`config.mk`:
```
export PLATFORM = sky130hd
export DESIGN_NAME = vga_top
export DESIGN_NICKNAME = d
export VERILOG_FILES = /design/src/logic/vga_pkg.sv /design/src/logic/vga_if.sv /design/src/logic/vga_timing.sv /design/src/logic/draw_bg.sv /design/src/logic/draw_rect.sv /design/src/logic/vga_top.sv
export VERILOG_INCLUDE_DIRS = /design/src /design/src/logic
export SDC_FILE = /design/constraint.sdc
export NUM_CORES = 1
export LEC_CHECK = 0
export BUFFER_PORTS_ARGS = -buffer_cell sky130_fd_sc_hd__buf_2
export CORE_AREA = 8 8 123 125
export CTS_BUF_LIST = sky130_fd_sc_hd__clkbuf_2
export DETAILED_ROUTE_END_ITERATION = 12
export DIE_AREA = 0 0 131 133
export SYNTH_ARGS = -nofsm -noshare
export SYNTH_HDL_FRONTEND = slang
export SYNTH_SLANG_ARGS = --single-unit
export TNS_END_PERCENT = 10
```
`constraint.sdc`:
```
create_clock -name clk -period 3.8 [get_ports clk]
set_input_delay 0.57 -clock clk [delete_from_list [all_inputs] [get_ports clk]]
set_output_delay 0.57 -clock clk [all_outputs]
set_load 0.02 [all_outputs]
```
`src/logic/vga_params.svh`:
```
// ###############################################
// vga timing and drawing constants
// ###############################################

`ifndef VGA_PARAMS_SVH
`define VGA_PARAMS_SVH

// horizontal timing for 800x600 at 60 Hz, counted in pixel clocks.
`define VGA_HACTIVE     800
`define VGA_HSYNC_START 840
`define VGA_HSYNC_STOP  968
`define VGA_HTOTAL      1056

// vertical timing, counted in lines.
`define VGA_VACTIVE     600
`define VGA_VSYNC_START 601
`define VGA_VSYNC_STOP  605
`define VGA_VTOTAL      628

// rectangle size in pixels.
`define RECT_W 64
`define RECT_H 48

// rectangle position after reset.
`define RECT_X0 100
`define RECT_Y0 80

// rectangle colour as 12'hRGB, four bits per channel.
`define RECT_COLOR 12'hfd0

// constant blue level under the gradient.
`define BG_BLUE 4'h6

`endif

```
`src/logic/vga_pkg.sv`:
```
// ###############################################
// vga shared types
// ###############################################

`default_nettype none

package vga_pkg;

  // screen coordinate, wide enough for the full line of 1056 clocks.
  typedef logic [10:0] coord_t;

  // one pixel colour, red in the top nibble.
  typedef struct packed {
    logic [3:0] red;
    logic [3:0] green;
    logic [3:0] blue;
  } rgb_t;

  // state of the rectangle position register.
  // POS_IDLE takes a new position, POS_PENDING holds it until frame start.
  typedef enum logic {
    POS_IDLE,
    POS_PENDING
  } pos_state_t;

endpackage

`default_nettype wire

```
`src/logic/vga_if.sv`:
```
// ###############################################
// vga pixel bus
// ###############################################

`timescale 1ns/100ps
`default_nettype none

interface vga_if import vga_pkg::*; ();

  coord_t hcount; // horizontal pixel position.
  coord_t vcount; // vertical line position.
  logic   hsync;
  logic   vsync;
  logic   hblnk;
  logic   vblnk;
  rgb_t   rgb;    // colour of the pixel at hcount/vcount.

  // the stage that produces the bus.
  modport src (
    output hcount, vcount, hsync, vsync, hblnk, vblnk, rgb
  );

  // the stage that consumes the bus.
  modport snk (
    input hcount, vcount, hsync, vsync, hblnk, vblnk, rgb
  );

endinterface

`default_nettype wire

```
`src/logic/vga_timing.sv`:
```
// ###############################################
// vga timing generator
// ###############################################

`timescale 1ns/100ps
`default_nettype none

`include "vga_params.svh"

module vga_timing import vga_pkg::*; (
  input  logic clk,
  input  logic rst,
  vga_if.src   tim
);

  coord_t hcount_nxt;
  coord_t vcount_nxt;
  logic   hblnk_nxt;
  logic   vblnk_nxt;
  logic   hsync_nxt;
  logic   vsync_nxt;

  // the line counter advances when the pixel counter wraps.
  always_comb begin
    if (tim.hcount == coord_t'(`VGA_HTOTAL - 1)) begin
      hcount_nxt = '0;
      if (tim.vcount == coord_t'(`VGA_VTOTAL - 1)) begin
        vcount_nxt = '0;
      end else begin
        vcount_nxt = coord_t'(tim.vcount + 11'd1);
      end
    end else begin
      hcount_nxt = coord_t'(tim.hcount + 11'd1);
      vcount_nxt = tim.vcount;
    end
  end

  // sync and blanking come from the next counter values.
  // That way they land in the same cycle as the counters they describe.
  always_comb begin
    hblnk_nxt = (hcount_nxt >= coord_t'(`VGA_HACTIVE));
    vblnk_nxt = (vcount_nxt >= coord_t'(`VGA_VACTIVE));
    hsync_nxt = (hcount_nxt >= coord_t'(`VGA_HSYNC_START)) &&
                (hcount_nxt <  coord_t'(`VGA_HSYNC_STOP));
    vsync_nxt = (vcount_nxt >= coord_t'(`VGA_VSYNC_START)) &&
                (vcount_nxt <  coord_t'(`VGA_VSYNC_STOP));
  end

  always_ff @(posedge clk) begin
    if (rst) begin
      tim.hcount <= '0;
      tim.vcount <= '0;
      tim.hblnk  <= 1'b0;
      tim.vblnk  <= 1'b0;
      tim.hsync  <= 1'b0;
      tim.vsync  <= 1'b0;
    end else begin
      tim.hcount <= hcount_nxt;
      tim.vcount <= vcount_nxt;
      tim.hblnk  <= hblnk_nxt;
      tim.vblnk  <= vblnk_nxt;
      tim.hsync  <= hsync_nxt;
      tim.vsync  <= vsync_nxt;
    end
  end

  assign tim.rgb = '0; // the timing bus carries no picture.

  // the pixel counter never reaches the line length.
  a_hcount_range: assert property (
    @(posedge clk) disable iff (rst)
    tim.hcount < coord_t'(`VGA_HTOTAL)
  );

  // the sync pulse sits inside the horizontal blanking interval.
  a_hsync_in_blank: assert property (
    @(posedge clk) disable iff (rst)
    tim.hsync |-> tim.hblnk
  );

endmodule

`default_nettype wire

```
`src/logic/draw_bg.sv`:
```
// ###############################################
// background painter
// ###############################################

`timescale 1ns/100ps
`default_nettype none

`include "vga_params.svh"

module draw_bg import vga_pkg::*; (
  input  logic clk,
  input  logic rst,
  vga_if.snk   in,
  vga_if.src   out
);

  localparam rgb_t WHITE = '{red: 4'hf, green: 4'hf, blue: 4'hf};

  logic border;
  logic blank;
  rgb_t rgb_nxt;

  assign blank = in.hblnk || in.vblnk;

  // outermost active row and column on each side.
  assign border = (in.hcount == '0) ||
                  (in.hcount == coord_t'(`VGA_HACTIVE - 1)) ||
                  (in.vcount == '0) ||
                  (in.vcount == coord_t'(`VGA_VACTIVE - 1));

  always_comb begin
    if (blank) begin
      rgb_nxt = '0; // nothing is driven outside the visible area.
    end else if (border) begin
      rgb_nxt = WHITE;
    end else begin
      // the gradient steps every 64 pixels in each direction.
      rgb_nxt.red   = in.hcount[9:6];
      rgb_nxt.green = in.vcount[9:6];
      rgb_nxt.blue  = `BG_BLUE;
    end
  end

  // the timing fields travel along with the colour through one stage of delay.
  always_ff @(posedge clk) begin
    if (rst) begin
      out.hcount <= '0;
      out.vcount <= '0;
      out.hsync  <= 1'b0;
      out.vsync  <= 1'b0;
      out.hblnk  <= 1'b0;
      out.vblnk  <= 1'b0;
      out.rgb    <= '0;
    end else begin
      out.hcount <= in.hcount;
      out.vcount <= in.vcount;
      out.hsync  <= in.hsync;
      out.vsync  <= in.vsync;
      out.hblnk  <= in.hblnk;
      out.vblnk  <= in.vblnk;
      out.rgb    <= rgb_nxt;
    end
  end

  // the colour stays aligned with the blanking it was computed for.
  a_black_in_blank: assert property (
    @(posedge clk) disable iff (rst)
    (out.hblnk || out.vblnk) |-> (out.rgb == '0)
  );

endmodule

`default_nettype wire

```
`src/logic/draw_rect.sv`:
```
// ###############################################
// rectangle overlay
// ###############################################

`timescale 1ns/100ps
`default_nettype none

`include "vga_params.svh"

module draw_rect import vga_pkg::*; (
  input  logic   clk,
  input  logic   rst,
  vga_if.snk     in,
  vga_if.src     out,
  input  logic   pos_valid,
  output logic   pos_ready,
  input  coord_t pos_x,
  input  coord_t pos_y
);

  localparam rgb_t RECT_RGB = rgb_t'(`RECT_COLOR);

  pos_state_t  state;
  coord_t      rect_x;      // position used for drawing.
  coord_t      rect_y;
  coord_t      pend_x;      // accepted position waiting for frame start.
  coord_t      pend_y;
  logic        frame_start;
  logic        pos_take;
  logic        apply;
  coord_t      cur_x;
  coord_t      cur_y;
  logic [11:0] x_end;
  logic [11:0] y_end;
  logic        hit;
  rgb_t        rgb_nxt;

  assign frame_start = (in.hcount == '0) && (in.vcount == '0);
  assign pos_take    = pos_valid && pos_ready;
  assign apply       = (state == POS_PENDING) && frame_start;

  // the first pixel of a frame already sees the new position.
  assign cur_x = apply ? pend_x : rect_x;
  assign cur_y = apply ? pend_y : rect_y;

  // one extra bit so a rectangle near the right or bottom edge does not wrap.
  assign x_end = {1'b0, cur_x} + 12'(`RECT_W);
  assign y_end = {1'b0, cur_y} + 12'(`RECT_H);

  assign hit = !in.hblnk && !in.vblnk &&
               (in.hcount >= cur_x) && ({1'b0, in.hcount} < x_end) &&
               (in.vcount >= cur_y) && ({1'b0, in.vcount} < y_end);

  assign rgb_nxt = hit ? RECT_RGB : in.rgb;

  // one accepted position is held until the frame boundary.
  always_ff @(posedge clk) begin
    if (rst) begin
      state     <= POS_IDLE;
      pos_ready <= 1'b1;
      rect_x    <= coord_t'(`RECT_X0);
      rect_y    <= coord_t'(`RECT_Y0);
    end else if (state == POS_IDLE) begin
      if (pos_take) begin
        state     <= POS_PENDING;
        pos_ready <= 1'b0;
      end
    end else if (apply) begin
      state     <= POS_IDLE;
      pos_ready <= 1'b1;
      rect_x    <= pend_x;
      rect_y    <= pend_y;
    end
  end

  always_ff @(posedge clk) begin
    if (rst) begin
      pend_x <= '0;
      pend_y <= '0;
    end else if (pos_take) begin
      pend_x <= pos_x;
      pend_y <= pos_y;
    end
  end

  always_ff @(posedge clk) begin
    if (rst) begin
      out.hcount <= '0;
      out.vcount <= '0;
      out.hsync  <= 1'b0;
      out.vsync  <= 1'b0;
      out.hblnk  <= 1'b0;
      out.vblnk  <= 1'b0;
      out.rgb    <= '0;
    end else begin
      out.hcount <= in.hcount;
      out.vcount <= in.vcount;
      out.hsync  <= in.hsync;
      out.vsync  <= in.vsync;
      out.hblnk  <= in.hblnk;
      out.vblnk  <= in.vblnk;
      out.rgb    <= rgb_nxt;
    end
  end

  // no new offer can be taken while one is waiting.
  a_ready_low_pending: assert property (
    @(posedge clk) disable iff (rst)
    (state == POS_PENDING) |-> !pos_ready
  );

  // the waiting position is held unchanged until it is applied.
  a_pend_stable: assert property (
    @(posedge clk) disable iff (rst)
    (state == POS_PENDING) |=> ($stable(pend_x) && $stable(pend_y))
  );

endmodule

`default_nettype wire

```
`src/logic/vga_top.sv`:
```
// ###############################################
// vga display top level
// ###############################################

`timescale 1ns/100ps
`default_nettype none

module vga_top import vga_pkg::*; (
  input  logic       clk,
  input  logic       rst,
  input  logic       pos_valid,
  output logic       pos_ready,
  input  coord_t     pos_x,
  input  coord_t     pos_y,
  output logic       hsync,
  output logic       vsync,
  output logic [3:0] red,
  output logic [3:0] green,
  output logic [3:0] blue
);

  vga_if tim_bus ();  // counters and syncs only.
  vga_if bg_bus ();   // after the background stage.
  vga_if rect_bus (); // after the rectangle stage.

  vga_timing u_vga_timing (
    .clk (clk),
    .rst (rst),
    .tim (tim_bus)
  );

  draw_bg u_draw_bg (
    .clk (clk),
    .rst (rst),
    .in  (tim_bus),
    .out (bg_bus)
  );

  draw_rect u_draw_rect (
    .clk       (clk),
    .rst       (rst),
    .in        (bg_bus),
    .out       (rect_bus),
    .pos_valid (pos_valid),
    .pos_ready (pos_ready),
    .pos_x     (pos_x),
    .pos_y     (pos_y)
  );

  // pins are two stages behind the timing generator.
  assign hsync = rect_bus.hsync;
  assign vsync = rect_bus.vsync;
  assign red   = rect_bus.rgb.red;
  assign green = rect_bus.rgb.green;
  assign blue  = rect_bus.rgb.blue;

endmodule

`default_nettype wire

```
==> flow_summary.rst <==
.. list-table::
   :header-rows: 1

   * - Metric
     - Value
   * - Status
     - completed
   * - Core Region
     - 13100 sq um
   * - Die extent in y
     - 133 microns
   * - Post-synthesis cell type with the largest combined area
     - dfxtp_1
   * - Finish-stage setup viols
     - 0
   * - Average detailed-routed wire length per instance
     - 15.3 microns
   * - Clock period minus final worst setup slack
     - 3.70 ns
   * - Worst vdd rail ir drop
     - 0.146 mV
   * - Total Nets Final
     - 758
   * - DIE AREA
     - 17400 sq um
   * - H-tree levels
     - 4
   * - Die Span X
     - 131 microns
   * - Initial Util
     - 43.9%
   * - Final-layout setup total negative slack
     - 0 ns
   * - Warning count from the yosys run
     - 0
   * - Commonest non-fill, non-tap cells in the layout
     - dfxtp_1 (116), nand2_1 (77), nor2_1 (49)
   * - Master cell of the clock root buffer
     - clkbuf_2
   * - Share of Yosys cell area claimed by the top area cell type
     - 41.8%
   * - Cts-stage hold buffer count
     - 0
   * - Total Routed Length
     - 13.6 mm
   * - Required @ worst endpoint
     - 4.40 ns
   * - Share of layout cells above drive strength 1
     - 17.1%
   * - Clock Tree Buf Depth
     - 2
   * - Power density over the cells
     - 378 nW/um^2
   * - Setup repair after global routing missed its margin
     - true
   * - Clock latency of the later-clocked register in the worst-skew pair
     - 0.70 ns
   * - Cell count after placement
     - 843
   * - Via density per instance
     - 5.37
   * - Antenna violations before repair
     - 1
   * - Count of nets left with antenna violations after detail routing
     - 0
   * - Endpoints failing hold
     - 0
   * - Filler-free cell count of the finished design
     - 886
   * - CTS Buf Count
     - 17
   * - Worst slew margin relative to its limit
     - 45.6%
   * - Place WS
     - -0.110 ns
   * - Slew at the pin closest to its max-slew limit
     - 0.816 ns
   * - First-pass GRT wire length
     - 22.2 mm
   * - Maximum clock frequency
     - 270 MHz
   * - Global-route usage over all layers
     - 16.1%
   * - Via count of the first global-routing pass
     - 4703
   * - Total number of vias
     - 4761
   * - Hold Worst Slack
     - 0.0825 ns
   * - Clock net sink count
     - 120
   * - Portion of the post-synthesis area used by sequential elements
     - 41.8%
   * - Period utilization
     - 97.5%
   * - Static leakage
     - 2.68 nW
   * - Worst setup margin
     - 0.0959 ns
   * - Worst hold-check path type
     - primary input to register
   * - Most common cell after layout, fill and taps aside
     - dfxtp_1
   * - Avg Synthesized Cell Area
     - 8.78 sq um
   * - # Max-Cap Violations
     - 0
   * - Maximum number of pins on one net before global-route repair
     - 80
   * - Boundary pin count
     - 40
   * - Number of flip-flops and latches in the synthesized netlist
     - 120
   * - Syn_nets
     - 717
   * - Type of element capturing the critical path
     - register
   * - Setup Crit Path Kind
     - register to register
   * - Post-synth EDFFs
     - 0
   * - Total gr overflow
     - 0
   * - Port buffer count
     - 39
   * - Pre-antenna DRT Iters
     - 5
   * - Main flop type after synthesis
     - dfxtp_1
   * - Critical path launch point type
     - register
   * - Post-detailed-route DRC marker count
     - 0
   * - Routability Congestion
     - 0.891
   * - Synthesized area
     - 5750 sq um
   * - Top post-synthesis cells by area
     - dfxtp_1 (42%), ha_1 (8.1%), nand2_1 (5.0%), mux2i_1 (4.2%), a21oi_1 (3.7%)
   * - Highest net fanout along the worst path
     - 7
   * - Worst Path Arrival
     - 4.31 ns
   * - Number of fill cells in the layout
     - 1239
   * - Count of distinct cell types in the synthesized netlist
     - 59
   * - Count of standard-cell rows
     - 42
   * - Final setup skew
     - 0.0216 ns
   * - Number of instances in the synthesized netlist
     - 655
   * - TritonCTS clock tree
     - done
   * - Initial DRC Count
     - 284
   * - Number of max-slew violations in the final report
     - 0
   * - Clock transition at path regs
     - 0.17 ns
   * - Hpwl dp
     - 9.83 mm
   * - P&R area growth vs syn
     - 13.8%
   * - Fraction of synthesis flops using an asynchronous set or reset pin
     - 0%
critical path: stages (launching register included):
cell and delay (ns):
dfxtp_2 0.37, nor4_4 0.30, nand4_1 0.20, nor2_4 0.22, mux2i_2 0.25, inv_1 0.09
ha_2 0.20, nor3b_2 0.16, xor2_1 0.16, ha_2 0.18, or3_1 0.32, or3_4 0.39
a221o_2 0.46, o32ai_2 0.31
cell usage after synthesis (14+ instances only):
master and number:
mux2i_1 24, a21oi_1 43, clkbuf_1 26, nand3_1 14, nand2_1 77, nor2b_1 27
inv_1 29, nor2_1 49, o21ai_0 21, dfxtp_1 120, ha_1 37
registers in the layout, indices dropped and copies added, names as in the netlist, 10 cells and up:
register and count:
u_draw_rect.out.rgb 10, u_draw_bg.out.rgb 10, u_draw_rect.rect_y 11, u_draw_rect.pend_y 11
u_draw_rect.rect_x 11, u_draw_bg.out.vcount 11, u_draw_rect.pend_x 11, u_vga_timing.tim.hcount 11
u_draw_bg.out.hcount 11, u_vga_timing.tim.vcount 11
power by group:
group	total, mW	leakage (nW)	switching (mW)	internal (mW)
sequential	1.33	0.982	0.0303	1.30
clock	0.820	0.156	0.457	0.363
combinational	0.323	1.55	0.181	0.143
total	2.48	2.68	0.668	1.81
worst paths after layout:
check                                             start                endpoint  slack, ns  cells past startpoint
worst max register to register  u_draw_bg.out.vcount[3]  u_draw_rect.out.rgb[8]        0.1                     13
worst max-delay path            u_draw_bg.out.vcount[3]  u_draw_rect.out.rgb[8]        0.1                     13
worst min-delay path                           pos_x[1]   u_draw_rect.pend_x[1]       0.08                      3
worst min register to register     u_draw_bg.out.rgb[0]  u_draw_rect.out.rgb[0]       0.43                      2
routing by layer:
| layer | global-route usage, % | share of wire, % | vias to the layer above |
|---|---|---|---|
| met5 | 0 | 0 | - |
| met4 | 7.28 | 2.2 | 0 |
| met3 | 4.50 | 5.2 | 23 |
| met2 | 25.8 | 48 | 110 |
| met1 | 19.6 | 45 | 2224 |
| li1 | - | - | 2404 |
layout make-up:
class / instances / area, sq um / share of cell area, %
diodes: 1 / 2.50 / 0.0382
clock buffers: 20 / 100 / 1.53
clock inverters: 12 / 133 / 2.03
inverters: 29 / 109 / 1.66
multi-input cells: 470 / 3220 / 49.2
flip-flops and latches: 120 / 2410 / 36.8
well taps: 176 / 220 / 3.37
repair buffers: 58 / 350 / 5.35
metrics by stage:
step                      cell area, sq um  power (mW)  utilization, %
after global routing                  6540        2.60            50.0
final                                 6540        2.48            50.0
after CTS                             6380        2.49            48.8
after detailed placement              6100        1.65            46.6
after global placement                6100        1.65            46.6
after floorplan                       5760        1.57               -
kinds of logic (layout without fill, tap and decap cells):
family	Yosys count	after routing	synth area share, %
AO/OA/AOI/OAI	130	130	14.8
buffers and inverters	65	119	4.63
adder cells (fa/ha/maj)	37	37	8.05
multiplexers	27	27	4.76
XOR/XNOR	24	24	3.66
other	0	1	0
flip-flops	120	120	41.8
AND/OR/NAND/NOR	252	252	22.3
timing repair:
| item | in CTS | in global routing |
|---|---|---|
| gates resized for setup | 8 | 19 |
| pin swaps | 1 | 5 |
| gates cloned | 0 | 0 |
| endpoints found under the setup margin | 7 | 7 |
| buffers inserted | 1 | 9 |
Power figures use the tool's default switching activity.
